<file path="src/common/modmul_config.svh">
`ifndef MODMUL_CONFIG_SVH
`define MODMUL_CONFIG_SVH

// Radix of each coefficient word
`define WORD_BITS 8

// Words in one binary residue
`define NUM_WORDS 4

// Extra carry bits kept per coefficient
`define REDUN_BITS 1

// Address width of each reduction table
`define REDUCTION_BITS 9

// Fixed odd modulus, at least 2^31 so the final subtract loop stays short
`define MODULUS 32'hF1E2_D3C5

// Width of the squaring count T
`define ITER_BITS 8

// Credit counts handed out after reset
`define IN_CREDITS 1
`define OUT_CREDITS 2
`define CREDIT_BITS 3

`endif

</file>
<file path="src/common/redun_pkg.sv">
`include "modmul_config.svh"

package redun_pkg;

  // One coefficient: a radix word plus its redundant carry bits
  typedef logic [`WORD_BITS+`REDUN_BITS-1:0] coef_t;

  // Redundant operand, one spare coefficient on top for carries
  // Value is the sum of coef[i] * 2^(i*WORD_BITS)
  typedef coef_t [`NUM_WORDS:0] redun_t;

  // Plain binary residue
  typedef logic [`NUM_WORDS*`WORD_BITS-1:0] res_t;

endpackage

</file>
<file path="src/common/ctrl_pkg.sv">
`include "modmul_config.svh"

package ctrl_pkg;

  // Squaring count of one job
  typedef logic [`ITER_BITS-1:0] iter_t;

  // Flow control credit counter
  typedef logic [`CREDIT_BITS-1:0] credit_t;

  // Job slot sequencer
  typedef enum logic [1:0] {
    SEQ_IDLE,
    SEQ_SQUARE,
    SEQ_WAIT,
    SEQ_HANDOFF
  } seq_state_e;

  // Redundant to binary converter
  typedef enum logic [1:0] {
    CONV_IDLE,
    CONV_RESOLVE,
    CONV_SUBTRACT,
    CONV_SEND
  } conv_state_e;

endpackage

</file>
<file path="src/source/redun_to_bin.sv">
`timescale 1ns/10ps
`include "modmul_config.svh"

module redun_to_bin (
  input  logic              i_clk,
  input  logic              i_rst,
  input  logic              i_val,
  input  redun_pkg::redun_t i_dat,
  output logic              o_ready,
  output logic              o_out_val,
  output redun_pkg::res_t   o_out_res,
  input  logic              i_out_credit
);

  localparam int RES_BITS = `NUM_WORDS * `WORD_BITS;
  // Top coefficient sits at 2^RES_BITS, plus one bit of headroom
  localparam int ACC_BITS = RES_BITS + `WORD_BITS + `REDUN_BITS + 1;
  localparam logic [ACC_BITS-1:0] MOD_WIDE = ACC_BITS'(`MODULUS);

  ctrl_pkg::conv_state_e state_q;
  ctrl_pkg::credit_t credit_q;
  redun_pkg::redun_t dat_q;
  logic [ACC_BITS-1:0] acc_q;
  logic [ACC_BITS-1:0] sum_comb;
  logic acc_ge_n;
  logic send;

  // Carry resolve by plain weighted addition
  always_comb begin
    sum_comb = '0;
    for (int i = 0; i <= `NUM_WORDS; i++) begin
      sum_comb += ACC_BITS'(dat_q[i]) << (i * `WORD_BITS);
    end
  end

  assign acc_ge_n = (acc_q >= MOD_WIDE);
  assign send = (state_q == ctrl_pkg::CONV_SEND) && (credit_q != '0);

  always_ff @(posedge i_clk) begin
    if (i_rst) begin
      state_q <= ctrl_pkg::CONV_IDLE;
      credit_q <= ctrl_pkg::credit_t'(`OUT_CREDITS);
    end else begin
      case (state_q)
        ctrl_pkg::CONV_IDLE: if (i_val) state_q <= ctrl_pkg::CONV_RESOLVE;
        ctrl_pkg::CONV_RESOLVE: state_q <= ctrl_pkg::CONV_SUBTRACT;
        ctrl_pkg::CONV_SUBTRACT: if (!acc_ge_n) state_q <= ctrl_pkg::CONV_SEND;
        ctrl_pkg::CONV_SEND: if (send) state_q <= ctrl_pkg::CONV_IDLE;
        default: state_q <= ctrl_pkg::CONV_IDLE;
      endcase
      // Returned and spent in one cycle cancel out
      if (i_out_credit && !send) begin
        credit_q <= credit_q + 1'b1;
      end else if (!i_out_credit && send) begin
        credit_q <= credit_q - 1'b1;
      end
    end
  end

  always_ff @(posedge i_clk) begin
    if (state_q == ctrl_pkg::CONV_IDLE && i_val) dat_q <= i_dat;
    if (state_q == ctrl_pkg::CONV_RESOLVE) begin
      acc_q <= sum_comb;
    end else if (state_q == ctrl_pkg::CONV_SUBTRACT && acc_ge_n) begin
      // One N per cycle until the residue is below N
      acc_q <= acc_q - MOD_WIDE;
    end
  end

  assign o_ready = (state_q == ctrl_pkg::CONV_IDLE);
  assign o_out_val = send;
  assign o_out_res = acc_q[RES_BITS-1:0];

endmodule

</file>
<file path="config.mk">
export PLATFORM = sky130hd
export DESIGN_NAME = redun_to_bin
export DESIGN_NICKNAME = d
export VERILOG_FILES = /design/src/common/redun_pkg.sv /design/src/common/ctrl_pkg.sv /design/src/source/redun_to_bin.sv
export VERILOG_INCLUDE_DIRS = /design/src /design/src/common
export SDC_FILE = /design/constraint.sdc
export NUM_CORES = 1
export LEC_CHECK = 0
export BUFFER_PORTS_ARGS = -buffer_cell sky130_fd_sc_hd__buf_2
export CAP_MARGIN = 20
export CORE_MARGIN = 5
export CORE_UTILIZATION = 62
export CTS_CLUSTER_DIAMETER = 100
export DETAILED_ROUTE_END_ITERATION = 10
export HOLD_SLACK_MARGIN = 0.02
export PLACE_DENSITY = 0.9
export SYNTH_ARGS = -nofsm -noshare
export SYNTH_HDL_FRONTEND = slang
export SYNTH_SLANG_ARGS = --single-unit
</file>
<file path="constraint.sdc">
create_clock -name i_clk -period 10.1 [get_ports i_clk]
set_input_delay 1.515 -clock i_clk [delete_from_list [all_inputs] [get_ports i_clk]]
set_output_delay 1.515 -clock i_clk [all_outputs]
set_load 0.05 [all_outputs]
</file>
==> impl_metrics.ini <==
[power_and_ir_drop]
p_per_area_nw_per_um2 = 362
vdd_ir_drop_max_mv = 0.184
swShare_pct = 47.0
sequentialPowerShare_pct = 39.9
internal_power_w = 0.00110
power.static_leakage_nw = 2.10
clockPowerShare_pct = 12.2
comb_power_share_pct = 47.9
p_sw_w = 0.000981

[drt]
postRouteAntennaNets = 0
drcViolationCount = 0
drt-initial-drc-count = 347
wl_mm = 11.7
vias_per_cell = 6.19
dr.pass1.iters = 5
routed-via-count = 3935
wl_per_cell_um = 18.4

[clocking]
cts-htree-levels = 3
clk_latency_ns = 0.36
cts-resized-gates = 0
cts_tree = done
clock_path_buffers = 2
post_cts_buffers = 0
root_buffer = clkbuf_8
postCtsHoldBufs = 0
cts_num_sinks = 92
cts_made_buffers = 9
cts.clk_slew.worst_paths_ns = 0.09

[die]
rows = 33
core_um2 = 8260
die_area_um2 = 10500
die_w_um = 102
start_util_pct = 64.1
boundaryPins = 83
die_h_um = 102

[sta]
rsz0062_at_grt = false
setup_viol = 0
fin_hold_ws_ns = 0.494
post-route-min-period_ns = 3.86
final_hold_viol_count = 0
fin_ws_ns = 6.24
period_share_pct = 38.3
worst_pin_slew_ns = 1.04
slew_viol_final = 0
slew_headroom_pct = 30.5
setup_tns_ns = 0
max_freq_ghz = 0.259
skew_ns = 0.0104

[placement]
pre_cts_slack_ns = 6.34
dp_hpwl_mm = 8.56
place.gp.congestion = 0.889
portBuffers = 82

[critical_path]
r2r_cells = 6
rr_endpoint = acc_q[15]
cp_num_buf_inv = 1
required_ns = 10.14
cp_max_fo = 22
timing.critical_path.mode_cell = or4_1
crit_family = simple AND/OR/NAND/NOR gates
slowest_stage = nand3b_1
slowest_delay_ns = 0.74
endpoint_kind = flip-flop
startpoint_type = flip-flop
path_class = flip-flop to flip-flop
crit_chain = or3_1, or4_1, or4_1, a311o_1, nand3b_1, buf_4
r2r_start = acc_q[26]
regToRegSetupSlack_ns = 6.24
crit_arrival_ns = 3.90

[logic_synthesis]
netlist_area_um2 = 5300
yosys.cell_types.count = 56
synth_edf_count = 87
synth-warning-count = 0
syn_avg_cell_area_um2 = 11.1
ys_seq_elements = 92
synthArstFlopShare_pct = 0
synth_ff_type = edfxtp_1
seq_area_frac_synth_pct = 51.2
synth_cells = 478
syn_nets = 540

[global_route]
grt-ovfl-total = 0
first_global_vias = 3762
grt_use_total_pct = 23.3
antenna_found_initial = 0
grt_pass1_wl_mm = 18.7
grt_start_max_net_pins = 68

[flow_run]
cap_violations = 0

[cells_and_area]
final_cell_mix = edfxtp_1, buf_2, nand2_1, xor2_1, o21ai_0
fin_nets = 588
syn_to_final_growth_pct = 8.76
antennaDiodeCount = 0
drive_gt1_share_pct = 20.7
num-fill-cells = 610
final_common_cell = edfxtp_1

[run_status]
status = complete, no violations

[min_path]
hp-class = flip-flop to flip-flop
hold_end = credit_q[2]
hp-start = credit_q[2]
min_path_cells = 2
## per-stage QoR
| step | total power, W | util [%] | instance area [µm²] | cells |
|---|---|---|---|---|
| floorplan | 0.00166 | - | 5300 | 478 |
| global placement | 0.00176 | 67.3 | 5560 | 620 |
| detailed placement | 0.00181 | 67.3 | 5560 | 620 |
| CTS | 0.00208 | 69.8 | 5760 | 636 |
| global route | 0.00220 | 69.8 | 5760 | 636 |
| finish | 0.00208 | 69.8 | 5760 | 636 |
## registers in the layout, summed over array words and instances (netlist names)
register	cells
dat_q	45
credit_q	3
acc_q	42
state_q	2
## cells in the mapped netlist (3+ instances only)
cell       number  area (µm²)
o2111ai_1       3        26.3
and4_1          3        26.3
mux2i_1        18         180
nand2_1        47         176
or2_2           3        18.8
and3_1          9        56.3
nor2_1         19        71.3
a211oi_1        5        37.5
o211ai_1        3        22.5
o21a_1          4        30.0
xnor2_1        33         289
nand3_1        16        80.1
or3_1           6        37.5
ha_1           12         150
buf_4          32         240
nor2b_1         3        18.8
and2_1          3        18.8
xor2_1         35         307
nand4_1         6        37.5
buf_1           3        11.3
o21ai_0        34         170
edfxtp_1       87        2610
a41oi_1         3        26.3
nor4_1          5        31.3
a21oi_1        10        50.1
nand2b_1        3        18.8
nor3_1         11        55.1
inv_1           9        33.8
clkbuf_1       12        45.0
dfxtp_1         5         100
o31ai_1         4        30.0
## logic make-up after synthesis
logic type | synth area share (%)
simple gates | 13.9
flops | 51.2
compound gates | 10.6
xor+xnor | 11.2
buf+inv | 6.24
mux | 3.61
fa+ha+maj | 3.21
## layer usage
layer	share of wire [%]	up-vias	GRT usage [%]
met5	0	-	0
met4	3.1	0	10.3
met3	7.5	41	3.55
met2	48	193	36.6
met1	42	1874	32.1
li1	-	1827	-
## layout make-up
cell class,instances,area (µm²),share of cell area (%)
clock inverter,5,58.8,1.02
tap,105,131,2.28
multi-input combinational,330,2260,39.2
clock buffer,11,141,2.45
timing repair buffer,84,425,7.38
inverter,9,33.8,0.586
sequential,92,2710,47.1
## power groups by stage
| stage | clock, W | combinational, W | sequential, W |
|---|---|---|---|
| 6_report | 0.000254 | 0.000999 | 0.000832 |
| 3_5_place_dp | 0 | 0.000979 | 0.000834 |
| 4_1_cts | 0.000255 | 0.000994 | 0.000827 |
| 3_3_place_gp | 0 | 0.000948 | 0.000815 |
| 5_1_grt | 0.000271 | 0.00107 | 0.000857 |
| 2_1_floorplan | 0 | 0.000872 | 0.000785 |
## worst max path at each step
stage,from,to,slack (ns),depth (start not counted)
2_1_floorplan,acc_q[26],acc_q[0],6.56,5
3_3_place_gp,acc_q[26],acc_q[28],6.44,6
3_5_place_dp,acc_q[26],acc_q[28],6.34,6
4_1_cts,acc_q[26],acc_q[18],6.26,6
5_1_grt,acc_q[26],acc_q[15],6.11,6
6_report,acc_q[26],acc_q[15],6.24,6
## tightest hold or removal path, stage by stage (launching register included)
cell     delay, ns
dfxtp_1       0.33
o21ai_0       0.07
a21oi_1       0.06
Power figures use the tool's default switching activity.
