$ cat src/common/modmul_config.svh
`ifndef MODMUL_CONFIG_SVH
`define MODMUL_CONFIG_SVH

// Radix of each coefficient word
`define WORD_BITS 8

// Words in one binary residue
`define NUM_WORDS 4

// Extra carry bits kept per coefficient
`define REDUN_BITS 1

// Address width of each reduction table
`define REDUCTION_BITS 9

// Fixed odd modulus, at least 2^31 so the final subtract loop stays short
`define MODULUS 32'hF1E2_D3C5

// Width of the squaring count T
`define ITER_BITS 8

// Credit counts handed out after reset
`define IN_CREDITS 1
`define OUT_CREDITS 2
`define CREDIT_BITS 3

`endif

$ cat src/common/redun_pkg.sv
`include "modmul_config.svh"

package redun_pkg;

  // One coefficient: a radix word plus its redundant carry bits
  typedef logic [`WORD_BITS+`REDUN_BITS-1:0] coef_t;

  // Redundant operand, one spare coefficient on top for carries
  // Value is the sum of coef[i] * 2^(i*WORD_BITS)
  typedef coef_t [`NUM_WORDS:0] redun_t;

  // Plain binary residue
  typedef logic [`NUM_WORDS*`WORD_BITS-1:0] res_t;

endpackage

$ cat src/common/ctrl_pkg.sv
`include "modmul_config.svh"

package ctrl_pkg;

  // Squaring count of one job
  typedef logic [`ITER_BITS-1:0] iter_t;

  // Flow control credit counter
  typedef logic [`CREDIT_BITS-1:0] credit_t;

  // Job slot sequencer
  typedef enum logic [1:0] {
    SEQ_IDLE,
    SEQ_SQUARE,
    SEQ_WAIT,
    SEQ_HANDOFF
  } seq_state_e;

  // Redundant to binary converter
  typedef enum logic [1:0] {
    CONV_IDLE,
    CONV_RESOLVE,
    CONV_SUBTRACT,
    CONV_SEND
  } conv_state_e;

endpackage

$ cat src/source/square_sequencer.sv
`timescale 1ns/10ps
`include "modmul_config.svh"

module square_sequencer (
  input  logic              i_clk,
  input  logic              i_rst,
  input  logic              i_in_val,
  input  redun_pkg::res_t   i_in_x,
  input  ctrl_pkg::iter_t   i_in_iters,
  output logic              o_in_credit,
  output logic              o_sq_val,
  output redun_pkg::redun_t o_sq_dat,
  input  logic              i_mul_val,
  input  redun_pkg::redun_t i_mul_dat,
  input  logic              i_conv_ready,
  output logic              o_conv_val,
  output redun_pkg::redun_t o_conv_dat
);

  ctrl_pkg::seq_state_e state_q;
  // Squarings still to do
  ctrl_pkg::iter_t count_q;
  // The one operand slot
  redun_pkg::redun_t slot_q;
  redun_pkg::redun_t x_redun;

  // Binary x as redundant, carry bits and top coefficient zero
  always_comb begin
    x_redun = '0;
    for (int i = 0; i < `NUM_WORDS; i++) begin
      x_redun[i] = redun_pkg::coef_t'(i_in_x[i*`WORD_BITS +: `WORD_BITS]);
    end
  end

  always_ff @(posedge i_clk) begin
    if (i_rst) begin
      state_q <= ctrl_pkg::SEQ_IDLE;
      count_q <= '0;
    end else begin
      case (state_q)
        ctrl_pkg::SEQ_IDLE: begin
          if (i_in_val) begin
            count_q <= i_in_iters;
            // T of zero skips the loop
            if (i_in_iters == '0) begin
              state_q <= ctrl_pkg::SEQ_HANDOFF;
            end else begin
              state_q <= ctrl_pkg::SEQ_SQUARE;
            end
          end
        end
        ctrl_pkg::SEQ_SQUARE: begin
          state_q <= ctrl_pkg::SEQ_WAIT;
        end
        ctrl_pkg::SEQ_WAIT: begin
          if (i_mul_val) begin
            count_q <= count_q - 1'b1;
            if (count_q == ctrl_pkg::iter_t'(1)) begin
              state_q <= ctrl_pkg::SEQ_HANDOFF;
            end else begin
              state_q <= ctrl_pkg::SEQ_SQUARE;
            end
          end
        end
        ctrl_pkg::SEQ_HANDOFF: begin
          // Converter busy means the job waits here
          if (i_conv_ready) begin
            state_q <= ctrl_pkg::SEQ_IDLE;
          end
        end
        default: begin
          state_q <= ctrl_pkg::SEQ_IDLE;
        end
      endcase
    end
  end

  // Load x on a new job, then overwrite with each square
  always_ff @(posedge i_clk) begin
    if (state_q == ctrl_pkg::SEQ_IDLE && i_in_val) begin
      slot_q <= x_redun;
    end else if (state_q == ctrl_pkg::SEQ_WAIT && i_mul_val) begin
      slot_q <= i_mul_dat;
    end
  end

  // One issue per iteration, product comes back 6 cycles later
  assign o_sq_val = (state_q == ctrl_pkg::SEQ_SQUARE);
  assign o_sq_dat = slot_q;

  // Hand-off frees the slot, so the input credit goes back the same cycle
  assign o_conv_val = (state_q == ctrl_pkg::SEQ_HANDOFF) && i_conv_ready;
  assign o_conv_dat = slot_q;
  assign o_in_credit = o_conv_val;

endmodule

$ cat config.mk
export PLATFORM = sky130hd
export DESIGN_NAME = square_sequencer
export DESIGN_NICKNAME = d
export VERILOG_FILES = /design/src/common/redun_pkg.sv /design/src/common/ctrl_pkg.sv /design/src/source/square_sequencer.sv
export VERILOG_INCLUDE_DIRS = /design/src /design/src/common
export SDC_FILE = /design/constraint.sdc
export NUM_CORES = 1
export LEC_CHECK = 0
export BUFFER_PORTS_ARGS = -buffer_cell sky130_fd_sc_hd__buf_2
export CAP_MARGIN = 10
export CORE_ASPECT_RATIO = 1.1
export CORE_MARGIN = 4
export CORE_UTILIZATION = 45
export DETAILED_ROUTE_END_ITERATION = 16
export PLACE_DENSITY = 0.86
export RECOVER_POWER = 100
export SETUP_SLACK_MARGIN = 0.02
export SYNTH_ARGS = -nofsm -noshare
export SYNTH_HDL_FRONTEND = slang
export SYNTH_SLANG_ARGS = --single-unit
$ cat constraint.sdc
create_clock -name i_clk -period 4.75 [get_ports i_clk]
set_clock_uncertainty 0.1 [all_clocks]
set_input_delay 0.95 -clock i_clk [delete_from_list [all_inputs] [get_ports i_clk]]
set_output_delay 0.95 -clock i_clk [all_outputs]
set_load 0.005 [all_outputs]
==> results.py <==
metrics = {
    "worst_setup_path": {
        "arrival_ps": 3250,
        "rrSetupSlack_ps": 1830,
        "r2r_end": "count_q[0]$_SDFFE_PP0P_",
        "cp_cell_sequence": "clkbuf_1 -> and3b_2 -> buf_4 -> nor2_1 -> inv_1 -> o21ai_0 -> a221oi_1",
        "slowest_stage": "inv_1",
        "r2r_start": "state_q[1]$_SDFFE_PP0P_",
        "path_max_fanout": 47,
        "crit_buf_inv": 3,
        "slowest_delay_ps": 920,
        "crit_path_end_kind": "flip-flop",
        "crit_path_start_kind": "primary input",
        "critPathKind": "in2reg",
        "crit_required_ps": 4840,
        "r2r_cells": 6,
        "crit_family": "buffers and inverters",
        "startpoint": "i_mul_val",
    },
    "sta": {
        "period_minus_slack_ps": 3155,
        "setup_viol_count_final": 0,
        "drv_slew": 0,
        "finalSetupTns_ps": 0,
        "hold_viol_final": 0,
        "fin_crit_sh": 0.6643,
        "rsz0062_at_grt": "no",
        "slew_headroom": 0.1613,
        "maxClockFrequency_mhz": 316.9,
        "worst_pin_slew_ps": 1257,
    },
    "pwr": {
        "power_density_nw_per_um2": 322.3,
        "p_leak_nw": 1.396,
        "peakVddDrop_uv": 148.3,
    },
    "run": {
        "maxCapViolCount": 0,
    },
    "clock_tree": {
        "clkSinkCount": 55,
        "cts.path.max_buffers": 2,
        "clk_latency_ps": 290,
        "ctsHoldBuffers": 0,
        "cts_tree": "done",
        "ctsResizeCount": 0,
        "clk_pin_slew_ps": 90,
        "htreeDepth": 2,
        "cts_setup_buffers": 0,
        "cts_buffers": 5,
        "cts_root_buffer": "clkbuf_8",
    },
    "placed_design": {
        "hpwl_mm": 5.797,
        "gp_congestion": 0.7778,
        "port_buffers": 182,
        "postPlaceCellArea_um2": 3309,
    },
    "route": {
        "routedWlPerCell_um": 16.41,
        "drtPass1Iterations": 4,
        "drc_errors": 0,
        "first_iter_violations": 81,
        "ant_nets": 0,
        "drt_wl_total_mm": 7.399,
        "via_per_inst": 5.064,
        "vias": 2284,
    },
    "global_routing": {
        "grt_pass1_wl_mm": 10.26,
        "first_global_vias": 2069,
        "met3_usage": 0.04940,
        "antenna_found_initial": 0,
        "grt_max_degree": 48,
        "grt_util_met1": 0.2064,
        "use_met2": 0.3439,
        "gr-max-usage-layer": "met2",
        "grt_use_total": 0.1843,
        "overflow": 0,
    },
    "cells_and_area": {
        "num_antenna_cells": 0,
        "stdcell_area_um2": 3299,
        "area_delta_synth_final_pct": 21.80,
        "nNetsFinal": 465,
        "drive_above_1_share": 0.3396,
        "final_common_cell": "buf_2",
        "final_cell_mix": "buf_2 (113), clkbuf_1 (71), a22o_1 (39)",
        "fillers": 554,
    },
    "die": {
        "initial_core_util": 0.4666,
        "die_area_um2": 7327,
        "fp.dieH_um": 89.38,
        "io_pins": 183,
        "die_w_um": 81.98,
        "rows": 29,
        "coreArea_um2": 5806,
    },
    "synthesis": {
        "syn_area_um2": 2709,
        "ys_types": 38,
        "syn_nets": 334,
        "syn_avg_cell_area_um2": 11.19,
        "synth_top_area_share": 0.3547,
        "synth_area_leaders": "edfxtp_1 (35%), dfxtp_1 (17%), buf_4 (13%), a22o_1 (13%), a21oi_1 (3.1%)",
        "synthArstFlopShare": 0,
        "synth_edf_count": 32,
        "ys_seq_area_frac": 0.5247,
        "synthFlopType": "edfxtp_1",
        "synth_seq_cells": 55,
        "syn_inst": 242,
        "yosys.area.top_type": "edfxtp_1",
        "synth_warnings": 0,
    },
    "status": {
        "status": "completed",
    },
    "hold_path": {
        "min_to": "o_conv_dat[26]$_SDFFE_PP0P_",
        "hold_path.class": "reg2reg",
        "whs_path_depth": 2,
        "min-delay-start": "o_conv_dat[26]$_SDFFE_PP0P_",
    },
}
-- cells in the mapped netlist (all sizes together), types with 2 or more instances --
library cell,instances
a211oi,2
a21o,3
a21oi,17
a22o,39
buf,59
clkbuf,2
dfxtp,23
edfxtp,32
ha,2
inv,4
nand2,18
nand3,3
nor2,6
nor2b,3
nor3,2
nor4,3
nor4b,2
o21ai,7
-- through the flow --
step	power (mW)	util	std cells	hold WS, ps	setup slack (ps)
floorplan	0.7605	-	242	365.8	2437
global placement	0.8400	0.5700	443	354.4	1857
detailed placement	0.8477	0.5700	443	361.1	1772
CTS	1.088	0.5847	451	374.3	2098
global route	1.126	0.5683	451	398.2	1359
finish	1.063	0.5683	451	376.4	1595
-- area by class of cell --
type	instances	area [um2]	share of cell area
Multi-Input combinational cell	122	838.3	0.2541
Inverter	4	15.01	0.004551
Timing Repair Buffer	185	843.3	0.2556
Clock buffer	6	72.57	0.02199
Tap cell	77	96.34	0.02920
Clock inverter	2	12.51	0.003792
Sequential cell	55	1421	0.4308
-- worst reg2reg max path: cells and delay by family (launching register included) --
kind	cells	cell delay [ps]
buf+inv	2	1320
simple gates	2	330
compound gates	2	580
flops	1	490
-- how the worst max path moves through the flow --
stage,cells after the start,slack (ps),to
floorplan,2,2440,o_in_credit
global placement,7,1860,count_q[0]$_SDFFE_PP0P_
detailed placement,7,1770,count_q[0]$_SDFFE_PP0P_
CTS,7,2100,count_q[0]$_SDFFE_PP0P_
global route,7,1360,count_q[0]$_SDFFE_PP0P_
finish,7,1590,count_q[0]$_SDFFE_PP0P_
-- power by group --
group | switching, mW | total [mW] | internal [mW]
logic | 0.125 | 0.231 | 0.105
registers | 0.0301 | 0.591 | 0.561
clock network | 0.138 | 0.241 | 0.103
total | 0.294 | 1.06 | 0.770
-- registers in the layout, indices dropped and copies added (netlist names) --
name,cells
o_conv_dat,45
count_q,8
state_q,2
-- kinds of logic (layout without fill, tap and decap cells) --
group / count (synthesis) / in the layout / synth area share
flops: 55 / 55 / 0.5247
compound gates: 75 / 75 / 0.2097
fa+ha+maj: 2 / 2 / 0.009236
mux: 1 / 1 / 0.004157
buf+inv: 65 / 197 / 0.1667
simple gates: 44 / 44 / 0.08545
-- metal layers --
layer	share of wire	up-vias
met5	0	-
li1	-	1105
met4	0.0062	0
met3	0.090	6
met2	0.53	99
met1	0.37	1074
No activity file was read; power rests on OpenSTA's default activity.
